<file path="src/design/spike_rate_defs.svh">
`ifndef SPIKE_RATE_DEFS_SVH
`define SPIKE_RATE_DEFS_SVH

// number of spike input lines
`define NUM_CH 4

// channel index width, log2 of NUM_CH
`define CH_W 2

// per-window spike count width, count saturates at all ones
`define COUNT_W 21

// window index width, wraps around
`define WIN_ID_W 8

// report queue entries
`define REPORT_DEPTH 8

// receiver buffer size, also the credit count after reset
`define CREDIT_MAX 4

// dropped record counter width, saturating
`define DROP_W 16

`endif

</file>
<file path="src/design/spike_rate_pkg.sv">
`include "spike_rate_defs.svh"

package spike_rate_pkg;

    // top bit of every report word
    typedef enum logic {
        REP_COUNT = 1'b0,
        REP_DROP  = 1'b1
    } report_kind_e;

    // one channel's count for one closed window
    // 1 + 2 + 8 + 21 = 32 bits
    typedef struct packed {
        report_kind_e          kind;
        logic [`CH_W-1:0]      channel;
        logic [`WIN_ID_W-1:0]  win_id;
        logic [`COUNT_W-1:0]   count;
    } count_rec_t;

    // notice of records lost to a full queue
    // pad fills the word up to 32 bits
    typedef struct packed {
        report_kind_e          kind;
        logic [30-`DROP_W:0]   pad;
        logic [`DROP_W-1:0]    dropped;
    } drop_rec_t;

    // kind sits in bit 31 in both views and picks the reading
    typedef union packed {
        count_rec_t cnt;
        drop_rec_t  drop;
    } report_word_u;

endpackage

</file>
<file path="src/design/report_if.sv">
`include "spike_rate_defs.svh"

// count records from serializer to transmitter
// a record is taken in every cycle push is high, no stall path
interface report_if;

    logic                  push;
    logic [`CH_W-1:0]      channel;
    logic [`WIN_ID_W-1:0]  win_id;
    logic [`COUNT_W-1:0]   count;

    // record source side
    modport src (
        output push,
        output channel,
        output win_id,
        output count
    );

    // record sink side
    modport dst (
        input  push,
        input  channel,
        input  win_id,
        input  count
    );

endinterface

</file>
<file path="src/design/report_credit_tx.sv">
`include "spike_rate_defs.svh"

module report_credit_tx (
    input  logic                       reset,
    input  logic                       clk,
    report_if.dst                      rep,
    input  logic                       credit_return,
    output logic                       out_valid,
    output spike_rate_pkg::report_word_u out_word
);

    import spike_rate_pkg::*;

    localparam int PTR_W  = $clog2(`REPORT_DEPTH);
    localparam int FILL_W = $clog2(`REPORT_DEPTH + 1);
    localparam int CRED_W = $clog2(`CREDIT_MAX + 1);

    localparam logic [FILL_W-1:0] FULL_LEVEL = FILL_W'(`REPORT_DEPTH);
    localparam logic [CRED_W-1:0] CRED_INIT  = CRED_W'(`CREDIT_MAX);
    localparam logic [PTR_W-1:0]  LAST_SLOT  = PTR_W'(`REPORT_DEPTH - 1);

    // queue storage
    report_word_u mem [`REPORT_DEPTH];

    logic [PTR_W-1:0]   wr_ptr;
    logic [PTR_W-1:0]   rd_ptr;
    logic [FILL_W-1:0]  fill;
    logic [CRED_W-1:0]  credits;
    logic [`DROP_W-1:0] drop_cnt;

    logic full;
    logic empty;
    logic pop;
    logic accept;
    logic notice;
    logic wr_en;

    report_word_u rec_word;
    report_word_u notice_word;
    report_word_u wr_word;

    // circular pointer step
    function automatic logic [PTR_W-1:0] next_ptr(input logic [PTR_W-1:0] p);
        return (p == LAST_SLOT) ? '0 : p + 1'b1;
    endfunction

    // count record built from the incoming fields
    always_comb begin
        rec_word.cnt.kind    = REP_COUNT;
        rec_word.cnt.channel = rep.channel;
        rec_word.cnt.win_id  = rep.win_id;
        rec_word.cnt.count   = rep.count;
    end

    // drop notice carries the running drop tally
    always_comb begin
        notice_word.drop.kind    = REP_DROP;
        notice_word.drop.pad     = '0;
        notice_word.drop.dropped = drop_cnt;
    end

    assign full  = (fill == FULL_LEVEL);
    assign empty = (fill == '0);

    // send only with a word queued and a credit in hand
    assign pop = !empty && (credits != '0);

    // records win over notices, a notice waits for a push-free cycle
    assign accept  = rep.push && !full;
    assign notice  = (drop_cnt != '0) && !full && !rep.push;
    assign wr_en   = accept || notice;
    assign wr_word = accept ? rec_word : notice_word;

    // storage write
    always_ff @(posedge reset) begin
        if (wr_en) begin
            mem[wr_ptr] <= wr_word;
        end
    end

    // pointers and fill level
    always_ff @(posedge reset or negedge clk) begin
        if (!clk) begin
            wr_ptr <= '0;
            rd_ptr <= '0;
            fill   <= '0;
        end else begin
            if (wr_en) begin
                wr_ptr <= next_ptr(wr_ptr);
            end
            if (pop) begin
                rd_ptr <= next_ptr(rd_ptr);
            end
            case ({wr_en, pop})
                2'b10:   fill <= fill + 1'b1;
                2'b01:   fill <= fill - 1'b1;
                default: fill <= fill;
            endcase
        end
    end

    // credit counter
    // consumer never returns more than it got, so no upper guard
    always_ff @(posedge reset or negedge clk) begin
        if (!clk) begin
            credits <= CRED_INIT;
        end else begin
            case ({pop, credit_return})
                2'b10:   credits <= credits - 1'b1;
                2'b01:   credits <= credits + 1'b1;
                default: credits <= credits;
            endcase
        end
    end

    // drop tally, saturating, cleared once its notice is queued
    always_ff @(posedge reset or negedge clk) begin
        if (!clk) begin
            drop_cnt <= '0;
        end else if (rep.push && full) begin
            if (drop_cnt != '1) begin
                drop_cnt <= drop_cnt + 1'b1;
            end
        end else if (notice) begin
            drop_cnt <= '0;
        end
    end

    // head of queue goes straight out
    assign out_valid = pop;
    assign out_word  = mem[rd_ptr];

endmodule

</file>
<file path="src/design/report_serializer.sv">
`include "spike_rate_defs.svh"

module report_serializer (
    input  logic                                  reset,
    input  logic                                  clk,
    input  logic [`NUM_CH-1:0][`COUNT_W-1:0]      closed_counts,
    input  logic                                  close_valid,
    input  logic [`WIN_ID_W-1:0]                  win_id,
    report_if.src                                 rep
);

    localparam logic [`CH_W-1:0] LAST_CH = `CH_W'(`NUM_CH - 1);

    // walk state
    logic                 busy;
    logic [`CH_W-1:0]     ch_idx;

    // held copy of the closed window
    logic [`NUM_CH-1:0][`COUNT_W-1:0] snap_counts;
    logic [`WIN_ID_W-1:0]             snap_id;

    // start on close_valid, one channel per cycle, stop after the last
    // windows are long enough that a new close never lands mid-walk
    always_ff @(posedge reset or negedge clk) begin
        if (!clk) begin
            busy   <= 1'b0;
            ch_idx <= '0;
        end else if (close_valid) begin
            busy   <= 1'b1;
            ch_idx <= '0;
        end else if (busy) begin
            ch_idx <= ch_idx + 1'b1;
            if (ch_idx == LAST_CH) begin
                busy <= 1'b0;
            end
        end
    end

    // snapshot capture
    always_ff @(posedge reset) begin
        if (close_valid) begin
            snap_counts <= closed_counts;
            snap_id     <= win_id;
        end
    end

    // one record per busy cycle
    assign rep.push    = busy;
    assign rep.channel = ch_idx;
    assign rep.win_id  = snap_id;
    assign rep.count   = snap_counts[ch_idx];

endmodule

</file>
<file path="src/design/spike_input_sync.sv">
`include "spike_rate_defs.svh"

module spike_input_sync (
    input  logic                reset,
    input  logic                clk,
    input  logic [`NUM_CH-1:0]  spike,
    input  logic                win_strobe,
    output logic [`NUM_CH-1:0]  spike_pulse,
    output logic                window_close
);

    // strobe rides along as the top bit so all lines see equal latency
    localparam int LINE_W = `NUM_CH + 1;

    logic [LINE_W-1:0] line_in;
    logic [LINE_W-1:0] sync_q1;
    logic [LINE_W-1:0] sync_q2;
    logic [LINE_W-1:0] line_dly;
    logic [LINE_W-1:0] edge_q;

    assign line_in = {win_strobe, spike};

    // two-flop synchronizer per line
    always_ff @(posedge reset or negedge clk) begin
        if (!clk) begin
            sync_q1 <= '0;
            sync_q2 <= '0;
        end else begin
            sync_q1 <= line_in;
            sync_q2 <= sync_q1;
        end
    end

    // delayed copy of the synced level, compared against the fresh one
    // edge_q is high for exactly one cycle per low-to-high transition
    always_ff @(posedge reset or negedge clk) begin
        if (!clk) begin
            line_dly <= '0;
            edge_q   <= '0;
        end else begin
            line_dly <= sync_q2;
            edge_q   <= sync_q2 & ~line_dly;
        end
    end

    // split back into spike pulses and window edge
    assign spike_pulse  = edge_q[`NUM_CH-1:0];
    assign window_close = edge_q[`NUM_CH];

endmodule

</file>
<file path="src/design/spike_rate_monitor.sv">
`include "spike_rate_defs.svh"

module spike_rate_monitor (
    input  logic                reset,
    input  logic                clk,
    input  logic [`NUM_CH-1:0]  spike,
    input  logic                win_strobe,
    input  logic                credit_return,
    output logic                out_valid,
    output logic [31:0]         out_word
);

    import spike_rate_pkg::*;

    // synchronizer to counter
    logic [`NUM_CH-1:0] spike_pulse;
    logic               window_close;

    // counter to serializer
    logic [`NUM_CH-1:0][`COUNT_W-1:0] closed_counts;
    logic                             close_valid;
    logic [`WIN_ID_W-1:0]             win_id;

    // transmitter output word
    report_word_u tx_word;

    // serializer to transmitter
    report_if rep ();

    spike_input_sync i_spike_input_sync (
        .reset        (reset),
        .clk          (clk),
        .spike        (spike),
        .win_strobe   (win_strobe),
        .spike_pulse  (spike_pulse),
        .window_close (window_close)
    );

    spike_window_counter i_spike_window_counter (
        .reset         (reset),
        .clk           (clk),
        .spike_pulse   (spike_pulse),
        .window_close  (window_close),
        .closed_counts (closed_counts),
        .close_valid   (close_valid),
        .win_id        (win_id)
    );

    report_serializer i_report_serializer (
        .reset         (reset),
        .clk           (clk),
        .closed_counts (closed_counts),
        .close_valid   (close_valid),
        .win_id        (win_id),
        .rep           (rep.src)
    );

    report_credit_tx i_report_credit_tx (
        .reset         (reset),
        .clk           (clk),
        .rep           (rep.dst),
        .credit_return (credit_return),
        .out_valid     (out_valid),
        .out_word      (tx_word)
    );

    // flat 32-bit word at the pins
    assign out_word = tx_word;

endmodule

</file>
<file path="src/design/spike_window_counter.sv">
`include "spike_rate_defs.svh"

module spike_window_counter (
    input  logic                                  reset,
    input  logic                                  clk,
    input  logic [`NUM_CH-1:0]                    spike_pulse,
    input  logic                                  window_close,
    output logic [`NUM_CH-1:0][`COUNT_W-1:0]      closed_counts,
    output logic                                  close_valid,
    output logic [`WIN_ID_W-1:0]                  win_id
);

    // counts of the window still open
    logic [`NUM_CH-1:0][`COUNT_W-1:0] open_counts;

    // index of the open window
    logic [`WIN_ID_W-1:0] open_id;

    // per-channel open counters
    always_ff @(posedge reset or negedge clk) begin
        if (!clk) begin
            open_counts <= '0;
        end else begin
            for (int ch = 0; ch < `NUM_CH; ch++) begin
                if (window_close) begin
                    // a pulse on the window edge opens the next window
                    open_counts[ch] <= {{(`COUNT_W-1){1'b0}}, spike_pulse[ch]};
                end else if (spike_pulse[ch] && (open_counts[ch] != '1)) begin
                    open_counts[ch] <= open_counts[ch] + 1'b1;
                end
            end
        end
    end

    // window bookkeeping
    // win_id names the window that has just been closed
    always_ff @(posedge reset or negedge clk) begin
        if (!clk) begin
            open_id     <= '0;
            win_id      <= '0;
            close_valid <= 1'b0;
        end else begin
            close_valid <= window_close;
            if (window_close) begin
                win_id  <= open_id;
                open_id <= open_id + 1'b1;
            end
        end
    end

    // snapshot of the closed window, valid along with close_valid
    always_ff @(posedge reset) begin
        if (window_close) begin
            closed_counts <= open_counts;
        end
    end

endmodule

</file>
<file path="config.mk">
export PLATFORM = sky130hd
export DESIGN_NAME = spike_rate_monitor
export DESIGN_NICKNAME = d
export VERILOG_FILES = /design/src/design/spike_rate_pkg.sv /design/src/design/report_if.sv /design/src/design/report_credit_tx.sv /design/src/design/report_serializer.sv /design/src/design/spike_input_sync.sv /design/src/design/spike_rate_monitor.sv /design/src/design/spike_window_counter.sv
export VERILOG_INCLUDE_DIRS = /design/src /design/src/design
export SDC_FILE = /design/constraint.sdc
export NUM_CORES = 1
export LEC_CHECK = 0
export ABC_AREA = 1
export BUFFER_PORTS_ARGS = -buffer_cell sky130_fd_sc_hd__clkbuf_2
export CAP_MARGIN = 30
export CORE_ASPECT_RATIO = 0.8
export CORE_UTILIZATION = 67
export CTS_CLUSTER_DIAMETER = 50
export DETAILED_ROUTE_END_ITERATION = 8
export GPL_ROUTABILITY_DRIVEN = 0
export GPL_TIMING_DRIVEN = 1
export PLACE_DENSITY = 0.87
export SLEW_MARGIN = 25
export SYNTH_ARGS = -nofsm -noshare
export SYNTH_HDL_FRONTEND = slang
export SYNTH_SLANG_ARGS = --single-unit
export TNS_END_PERCENT = 1
</file>
<file path="constraint.sdc">
create_clock -name reset -period 9.94 [get_ports reset]
set_clock_uncertainty 0.1 [all_clocks]
set_input_delay 0.497 -clock reset [delete_from_list [all_inputs] [get_ports reset]]
set_output_delay 0.497 -clock reset [all_outputs]
set_load 0.03 [all_outputs]
</file>
# --- Yosys cells after proc, flatten, opt, wreduce, memory -nomap -nowiden ---
# Memory sizes are Yosys's and may differ from the RTL's.
# Cells that the tools add are included.
op_classes:
  add_sub_neg: 13
  n_lt_le_gt_ge: 1
  eq_ne: 14
  muxes: 25
  bitwise_logic: 2
  reduce_logical: 25
op_table:
  columns: ["op", "count"]
  rows:
  - ["$mux W21", 9]
  - ["$add A21 B1 Y21 const B", 4]
  - ["$ne A21 B21 Y1 const B", 4]
  - ["$mux W16", 3]
  - ["$bmux W21 S2", 1]
  - ["$mux W32", 1]
  - ["$add A16 B1 Y16 const B", 1]
  - ["$ne A16 B16 Y1 const B", 1]
  - ["$reduce_bool A16 Y1", 1]
  - ["$reduce_bool A2 Y1", 8]
  - ["$add A3 B1 Y3 const B", 3]
  - ["$logic_and A1 B1 Y1", 9]
  - ["$add A8 B1 Y8 const B", 1]
  - ["$pmux W4 S2", 1]
  - ["$eq A2 B2 Y1 const B", 3]
  - ["$eq A3 B3 Y1 const B", 2]
  - ["$mux W3", 2]
  - ["$pmux W3 S2", 1]
  - ["$and A5 B5 Y5", 1]
  - ["$mux W1", 5]
  - ["$not A5 Y5", 1]
  - ["$add A4 B1 Y4 const B", 1]
  - ["$eq A2 B1 Y1 const B", 2]
  - ["$eq A4 B4 Y1 const B", 1]
  - ["other kinds (11)", 14]
totals:
  reg_bits: 329
  mem_bits_rw: 256
  inputBits: 8
  out_inout_bits: 33
  elab_cells: 108
  n_memories: 1
mem_list:
  columns: ["name", "depth", "word_bits", "rd", "rd_clocked_by_memory_dff", "write_ports", "line_no", "rtl"]
  rows:
  - ["i_report_credit_tx.mem", 8, 32, 1, 0, 1, "report_credit_tx.sv:23", "report_word_u mem [`REPORT_DEPTH];"]

# --- Longest topological paths before layout ---
# Gate-level depths: netlist of the first run.
logic_depth:
  ltp_word: 7
  ltp_mapped: 13
  depth_no_buf: 13

# --- Cells and area by module ---
# From an unflattened synthesis of the first run, not the netlist that was laid out.
unflattened:
  hier_cells: 2463
  hier_area_um2: 25269.2
modules_own_cells:
  columns: ["module", "n_inst", "cells_per_inst", "area_each_um2", "seq_area_each_um2"]
  rows:
  - ["report_credit_tx", 1, 1142, 12192.9, 8414.3]
  - ["spike_window_counter", 1, 941, 8600.7, 5049.8]
  - ["report_serializer", 1, 350, 3925.0, 2837.7]
  - ["spike_input_sync", 1, 30, 550.5, 500.5]

# --- Worst setup path before layout of the first run ---
# OpenSTA, ideal clock, no wires.
synth_path:
  path_type: "register -> register"
  startpoint: "reg i_spike_input_sync.edge_q[4]"
  endpoint: "reg i_spike_window_counter.open_counts[5] (netlist name)"
  setup_ps: 119
  arrival_ps: 3075
  required_time_ps: 9721
  slack_ps: 6646
  path_stages_with_launch: 6
  path_buffers: 2
  synth_period_minus_slack_ps: 3294
  path_cell_list: "dfrtp_1 > inv_2 > clkbuf_1 > clkbuf_1 > nand3_1 > nand2_1"
synth_via:
  elab_chain_cells: 1
  word_cells_on_any_way: 2
  classes_between: "mux (1); reduce/logical (1)"
synth_lines:
  columns: ["item", "line_no", "rtl"]
  rows:
  - ["start: declaration", "spike_input_sync.sv:19", "logic [LINE_W-1:0] edge_q;"]
  - ["start signal: assignment", "spike_input_sync.sv:42", "edge_q <= sync_q2 & ~line_dly;"]
  - ["$mux W21 or $reduce_bool A2 Y1 (tied branches)", null, null]
  - ["end signal: indexed assignment", "spike_window_counter.sv:27", "open_counts[ch] <= {{(`COUNT_W-1){1'b0}}, spike_pulse[ch]};"]
  - ["end signal: indexed assignment", "spike_window_counter.sv:29", "open_counts[ch] <= open_counts[ch] + 1'b1;"]
  - ["end: declaration", "spike_window_counter.sv:14", "logic [`NUM_CH-1:0][`COUNT_W-1:0] open_counts;"]
# Parallel ways exist; a longest one is shown, timed or not.
# A chain may end at the register's enable or synchronous reset.

# --- Final worst setup path of the first run ---
layout_path:
  startpoint: "reg i_report_credit_tx.rd_ptr[0]"
  endpoint: "out out_word[28]"
layout_via:
  elab_chain_cells: 1
layout_lines:
  columns: ["item", "line_no", "rtl"]
  rows:
  - ["start: declaration", "report_credit_tx.sv:26", "logic [PTR_W-1:0] rd_ptr;"]
  - ["start signal: assignment", "report_credit_tx.sv:92", "rd_ptr <= next_ptr(rd_ptr);"]
  - ["$mem_v2 Z8 W32", null, null]
  - ["end: declaration", "spike_rate_monitor.sv:10", "output logic [31:0] out_word"]
# Every way passes these cells.

==> metrics.cfg, run 1 <==
[run_status]
status = finished clean

[critical_path]
r2r_cells = 5
r2r_slack_ns = 6.59
crit_required_ns = 9.34
crit_path_end_kind = output port
r2r_end = i_report_credit_tx.mem[4][0]
worstReg2RegStart = i_report_credit_tx.fill[2]
cp-start-kind = flop
crit_path_start = i_report_credit_tx.rd_ptr[0]
crit_type = reg -> out
critPathArrivalTime_ns = 3.63
critPathMaxFanout = 78
endpoint = out_word[28]

[global_routing]
grt_pass1_wl_mm = 94.3
antenna_found_initial = 1
grt_usage_pct = 32.4
grt_start_max_net_pins = 87
overflow = 0
grt_pass1_vias = 17400

[finish]
antenna_cells = 0
synthToLayoutAreaGrowth_pct = 10.2
nFillCells = 2050
drive_gt1_share_pct = 7.97
fin_nets = 2341

[synth]
yosysSeqAreaShare_pct = 68.4
yosys_warnings = 0
synth_flop_cell = edfxtp_1
synth_xor_area_share_pct = 2.00
synth_edf_count = 432
synthMuxAreaShare_pct = 0.0458
synth_nets = 2305
synth_top_family_by_area = simple AND/OR/NAND/NOR gates
synth_compound_area_share_pct = 7.06
synth.distinct_cells = 41
ys_seq_elements = 585
synth.avg_cell_area_um2 = 10.8
synth_fa_ha_area_share_pct = 0.896
synth_cells = 2280
syn_area_um2 = 24600
yosys.area_share.simple_pct = 18.1
async_reset_ff_share_pct = 26.2

[drt]
detail_route.wirelength_mm = 60.1
drt_iter0_markers = 2984
ant_nets = 0
wl_per_cell_um = 21.2
dr.pass1.iters = 8
remaining_drc_errors = 0
vias_per_cell = 6.34
vias = 18000

[run]
maxCapViolCount = 0

[floorplanning]
initial_utilization_pct = 68.3
io-pin-count = 41
die_area_um2 = 37500
die_x_um = 216
row_count = 62
core_area_um2 = 36000
die_height_um = 173

[cts]
cts_root_buf = clkbuf_16
clockBufferDepth = 3
cts_buffers = 53
cts.sinks = 585
cts.clk_slew.worst_paths_ns = 0.06
cts.htree.levels = 2
clk_latency_ns = 0.59
cts_tree = yes
cts_resized = 0

[sta]
finalSetupViolCount = 0
drv_slew = 0
tns_ns = 0
hold_viol = 0
period_minus_slack_ns = 4.22
slew_headroom_pct = 31.6
tightest_slew_ns = 1.02
fin_crit_sh_pct = 42.5
rsz0062_at_grt = false
max_freq_ghz = 0.237

[power]
cellLeakagePower_nw = 10.5
ir_drop_v = 0.000697
power_density_nw_per_um2 = 295
power.total_mw = 7.99

[min_path]
hold_path_class = in -> reg

[placement]
port_buffers = 40
detailed_place_hpwl_mm = 34.7

==> timing repair <==
item | 4_1_cts | 5_1_grt
buffers inserted | 0 | 0
hold endpoints to repair | 87 | 0
hold buffers | 6 | 0
endpoints found under the setup margin | 0 | 0
==> final cells by class <==
class	instances	area [µm²]	share of cell area, %
flip-flops and latches	585	16800	62.1
clock inverters	27	272	1.00
multi-input cells	1482	6980	25.8
well taps	480	601	2.22
inverters	125	475	1.76
repair buffers	69	472	1.74
clock buffers	72	1470	5.43
==> cells by family after synthesis <==
kind of cell             count (synthesis)
AND/OR/NAND/NOR                       1078
flip-flops                             585
AO/OA/AOI/OAI                          330
buffers and inverters                  213
XOR/XNOR                                56
adder cells (fa/ha/maj)                 17
multiplexers                             1
==> worst min-delay path by stage <==
stage	startpoint	endpoint	depth (start not counted)
2_1_floorplan	clk	i_report_credit_tx.credits[0]	0
3_3_place_gp	i_spike_input_sync.sync_q1[4]	i_spike_input_sync.sync_q2[4]	0
3_5_place_dp	i_spike_input_sync.sync_q1[3]	i_spike_input_sync.sync_q2[3]	0
4_1_cts	credit_return	i_report_credit_tx.credits[0]	3
5_1_grt	i_spike_input_sync.sync_q1[2]	i_spike_input_sync.sync_q2[2]	0
6_report	credit_return	i_report_credit_tx.credits[0]	3
==> registers in the layout, indices dropped and copies added, names as in the netlist, 2 cells and up <==
name and cells:
i_report_credit_tx.fill 4, i_spike_input_sync.sync_q2 5, i_report_serializer.rep.channel 2, i_spike_window_counter.open_id 8, i_report_credit_tx.drop_cnt 16, i_spike_window_counter.closed_counts 84
i_report_serializer.rep.win_id 8, i_spike_window_counter.open_counts 84, i_report_credit_tx.wr_ptr 3, i_spike_window_counter.win_id 8, i_report_serializer.snap_counts 84, i_report_credit_tx.credits 3
i_report_credit_tx.rd_ptr 3, i_spike_input_sync.sync_q1 5, i_spike_input_sync.line_dly 5, i_report_credit_tx.mem 256, i_spike_input_sync.edge_q 5
==> cell usage in the layout, fill, tap and decap left out, drive strengths merged, types with 19 or more instances in the layout <==
| cell type | count |
|---|---|
| nor2 | 395 |
| nand3 | 143 |
| nor3 | 19 |
| clkbuf | 111 |
| inv | 122 |
| edfxtp | 432 |
| nand2 | 492 |
| o21ai | 234 |
| buf | 24 |
| xor2 | 40 |
| a21oi | 43 |
| dfrtp | 152 |
| clkinv | 21 |
| a31oi | 33 |
| nand4 | 24 |
==> stage by stage <==
step | util (%) | instances | setup slack, ns | hold WS [ns] | instance area (µm²)
after global routing | 75.2 | 2840 | 5.55 | 0.259 | 27100
after CTS | 75.1 | 2838 | 5.83 | 0.216 | 27000
final | 75.2 | 2840 | 5.72 | 0.220 | 27100
after floorplan | - | 2280 | 6.65 | 0.101 | 24600
after global placement | 70.1 | 2733 | 6.66 | 0.234 | 25200
after detailed placement | 70.1 | 2733 | 6.60 | 0.235 | 25200
==> synthesized netlist by cell type, drive strengths merged (32+ instances only) <==
cell,instances,area (µm²)
a31oi,33,206
nand3,143,736
xor2,40,350
o21ai,234,1180
inv,123,462
a21oi,43,215
buf,32,174
nand2,492,1890
edfxtp,432,13000
nor2,395,1550
dfrtp,152,3800
clkbuf,56,210
==> critical path, cell delays in order, from the launching register on <==
cell and delay (ns):
dfrtp_4 0.74, clkinv_2 0.72, buf_4 0.61, nor2_1 0.22
o21ai_0 0.14, a21oi_1 0.22, a31oi_1 0.07, clkbuf_2 0.23
==> where the power goes <==
part | internal, mW | switching [mW] | total, mW
sequential | 3.30 | 0.220 | 3.52
combinational | 0.560 | 1.86 | 2.42
clock | 1.17 | 0.879 | 2.05
==> layer usage <==
metal  vias to the layer above  GRT usage (%)  part of all wire, %
li1                       7857              -                    -
met5                         -              0                0.022
met1                      8558           45.1                   37
met2                      1365           51.8                   48
met3                       214           5.65                   12
met4                         2           12.6                  3.6
No activity file was read; power rests on OpenSTA's default activity.
==> inputs of run 2 (changes only) <==
--- a/config.mk
+++ b/config.mk
@@ -10,12 +10,12 @@
 export BUFFER_PORTS_ARGS = -buffer_cell sky130_fd_sc_hd__clkbuf_2
 export CAP_MARGIN = 30
 export CORE_ASPECT_RATIO = 0.8
-export CORE_UTILIZATION = 67
+export CORE_UTILIZATION = 57
 export CTS_CLUSTER_DIAMETER = 50
 export DETAILED_ROUTE_END_ITERATION = 8
 export GPL_ROUTABILITY_DRIVEN = 0
 export GPL_TIMING_DRIVEN = 1
-export PLACE_DENSITY = 0.87
+export PLACE_DENSITY = 0.79
 export SLEW_MARGIN = 25
 export SYNTH_ARGS = -nofsm -noshare
 export SYNTH_HDL_FRONTEND = slang
==> constraint.sdc (replaced) <==
create_clock -name reset -period 3.6 [get_ports reset]
set_clock_uncertainty 0.1 [all_clocks]
set_input_delay 0.18 -clock reset [delete_from_list [all_inputs] [get_ports reset]]
set_output_delay 0.18 -clock reset [all_outputs]
set_load 0.03 [all_outputs]
==> metrics.cfg, run 2 (synthesis gave the netlist of run 1 again) <==
[power]
power.total_mw = 22.0
ir_drop_v = 0.000463
cellLeakagePower_nw = 10.6
power_density_nw_per_um2 = 804

[cts]
cts_buffers = 56
clk_latency_ns = 0.61
cts_resized = 0
cts.sinks = 585
cts_hold_buf = 7
post_cts_buffers = 0
cts_root_buf = clkbuf_16
clockBufferDepth = 3
cts.htree.levels = 2
cts_tree = yes
cts.clk_slew.worst_paths_ns = 0.06

[floorplanning]
io-pin-count = 41
die_x_um = 234
die_area_um2 = 44000
row_count = 67
initial_utilization_pct = 58.3
core_area_um2 = 42200
die_height_um = 188

[critical_path]
critPathBufInv = 3
max_stage_delay_ns = 0.62
worstReg2RegStart = i_report_credit_tx.drop_cnt[0]
cp-start-kind = flop
crit_path_start = i_report_credit_tx.rd_ptr[0]
crit_chain = clkinv_2 > buf_4 > nor2_1 > o21ai_0 > a21oi_1 > a31oi_1 > clkbuf_2
crit_required_ns = 3.32
slowest_stage = dfrtp_4
critPathArrivalTime_ns = 2.97
crit_type = reg -> out
crit_path_end_kind = output port
cp_top_family = buffers and inverters
critPathMaxFanout = 37

[min_path]
hold_path_class = in -> async

[sta]
period_minus_slack_ns = 3.25
tightest_slew_ns = 0.880
max_freq_ghz = 0.307
tns_ns = 0
finalWorstSetupSlack_ns = 0.347
drv_slew = 0
finalSetupViolCount = 0
fin_crit_sh_pct = 90.3
hold_viol = 0
rsz0062_at_grt = false
slew_headroom_pct = 41.3

[placement]
port_buffers = 40
pre_cts_ws_ns = 0.839
detailed_place_hpwl_mm = 34.4

[finish]
largest_reg_flops = 256
synthToLayoutAreaGrowth_pct = 11.6
regMostFlops = i_report_credit_tx.mem
nFillCells = 2982
final_common_cell = nand2_1
fin_nets = 2358
mostFrequentLayoutCells = nand2_1 (483), edfxtp_1 (432), nor2_1 (377), o21ai_0 (200), dfrtp_1 (148)
multi_input_area_um2 = 6980
regArea_um2 = 16800
drive_gt1_share_pct = 8.82
antenna_cells = 0

[global_routing]
grt_start_max_net_pins = 105
antenna_found_initial = 0
grt_usage_pct = 24.9
grt_pass1_wl_mm = 85.5
overflow = 0
grt_pass1_vias = 15900

[drt]
route.met2.wl_mm = 25.0
remaining_drc_errors = 3
vias_per_cell = 5.78
vias = 17000
wl_per_cell_um = 18.5
drt_iter0_markers = 2097
routedLengthMet1_mm = 22.8
route.top_layer_used = met4
met3WireLength_mm = 4.58
ant_nets = 0
dr.pass1.iters = 9
detail_route.wirelength_mm = 54.3

[run]
maxCapViolCount = 0

[run_status]
status = finished, violations left
violations = design-rule violations

## run 2: cell count changes in the layout (fill, tap and decap cells not counted), moves of 3 or more
cell / delta
clkinv_1: -6
inv_6: +3
clkinv_4: +3
clkinvlp_4: -4
clkinv_8: +3
buf_4: +9
buf_12: +4
clkbuf_8: +3
clkbuf_1: +4
## run 2: cell type report
cell class / count / share of cell area [%]
timing repair buffer: 83 / 2.21
sequential: 585 / 61.3
clock buffer: 80 / 5.66
multi-input combinational: 1482 / 25.4
clock inverter: 26 / 1.12
tap: 552 / 2.52
inverter: 125 / 1.73
## run 2: power by group
group | internal (mW) | leakage (nW) | switching, mW
Sequential | 9.11 | 6.04 | 0.530
Clock | 3.33 | 0.904 | 2.51
Combinational | 1.64 | 3.67 | 4.92
Total | 14.1 | 10.6 | 7.96
## run 2: worst register-to-register path: stages, from the launching register on
cell	delay, ns
dfrtp_1	0.39
inv_1	0.09
ha_1	0.19
nand4_1	0.11
nor2_1	0.06
nand2_1	0.10
nand2_2	0.25
nand2_1	0.24
nand2_1	0.26
nor2_4	0.47
buf_12	0.25
## run 2: per-stage QoR
stage               hold slack (ns)  utilization, %  cell area [µm²]  instances
global placement              0.156            60.4            25500       2819
floorplan                    -0.216               -            24600       2280
global route                  0.129            65.0            27400       2933
detailed placement            0.165            60.5            25500       2820
CTS                          0.0999            65.0            27400       2933
finish                       0.0631            65.0            27400       2933
## run 2: path summary, 6_finish.rpt
kind,slack (ns),end,cells past startpoint
max,0.35,out_word[4],7
min,0.06,i_spike_input_sync.sync_q1[0],2
max reg2reg,0.77,i_report_credit_tx.mem[3][0],10
min reg2reg,0.25,i_spike_input_sync.sync_q2[1],0
max in group asynchronous,2.44,i_report_credit_tx.rd_ptr[0],3
min in group reset,0.12,i_spike_input_sync.sync_q1[4],2
## run 2: metal layers
metal / GRT usage, % / vias up
met3: 3.71 / 148
li1: - / 7899
met4: 8.87 / 0
met2: 38.9 / 847
met5: 0 / -
met1: 35.9 / 8069
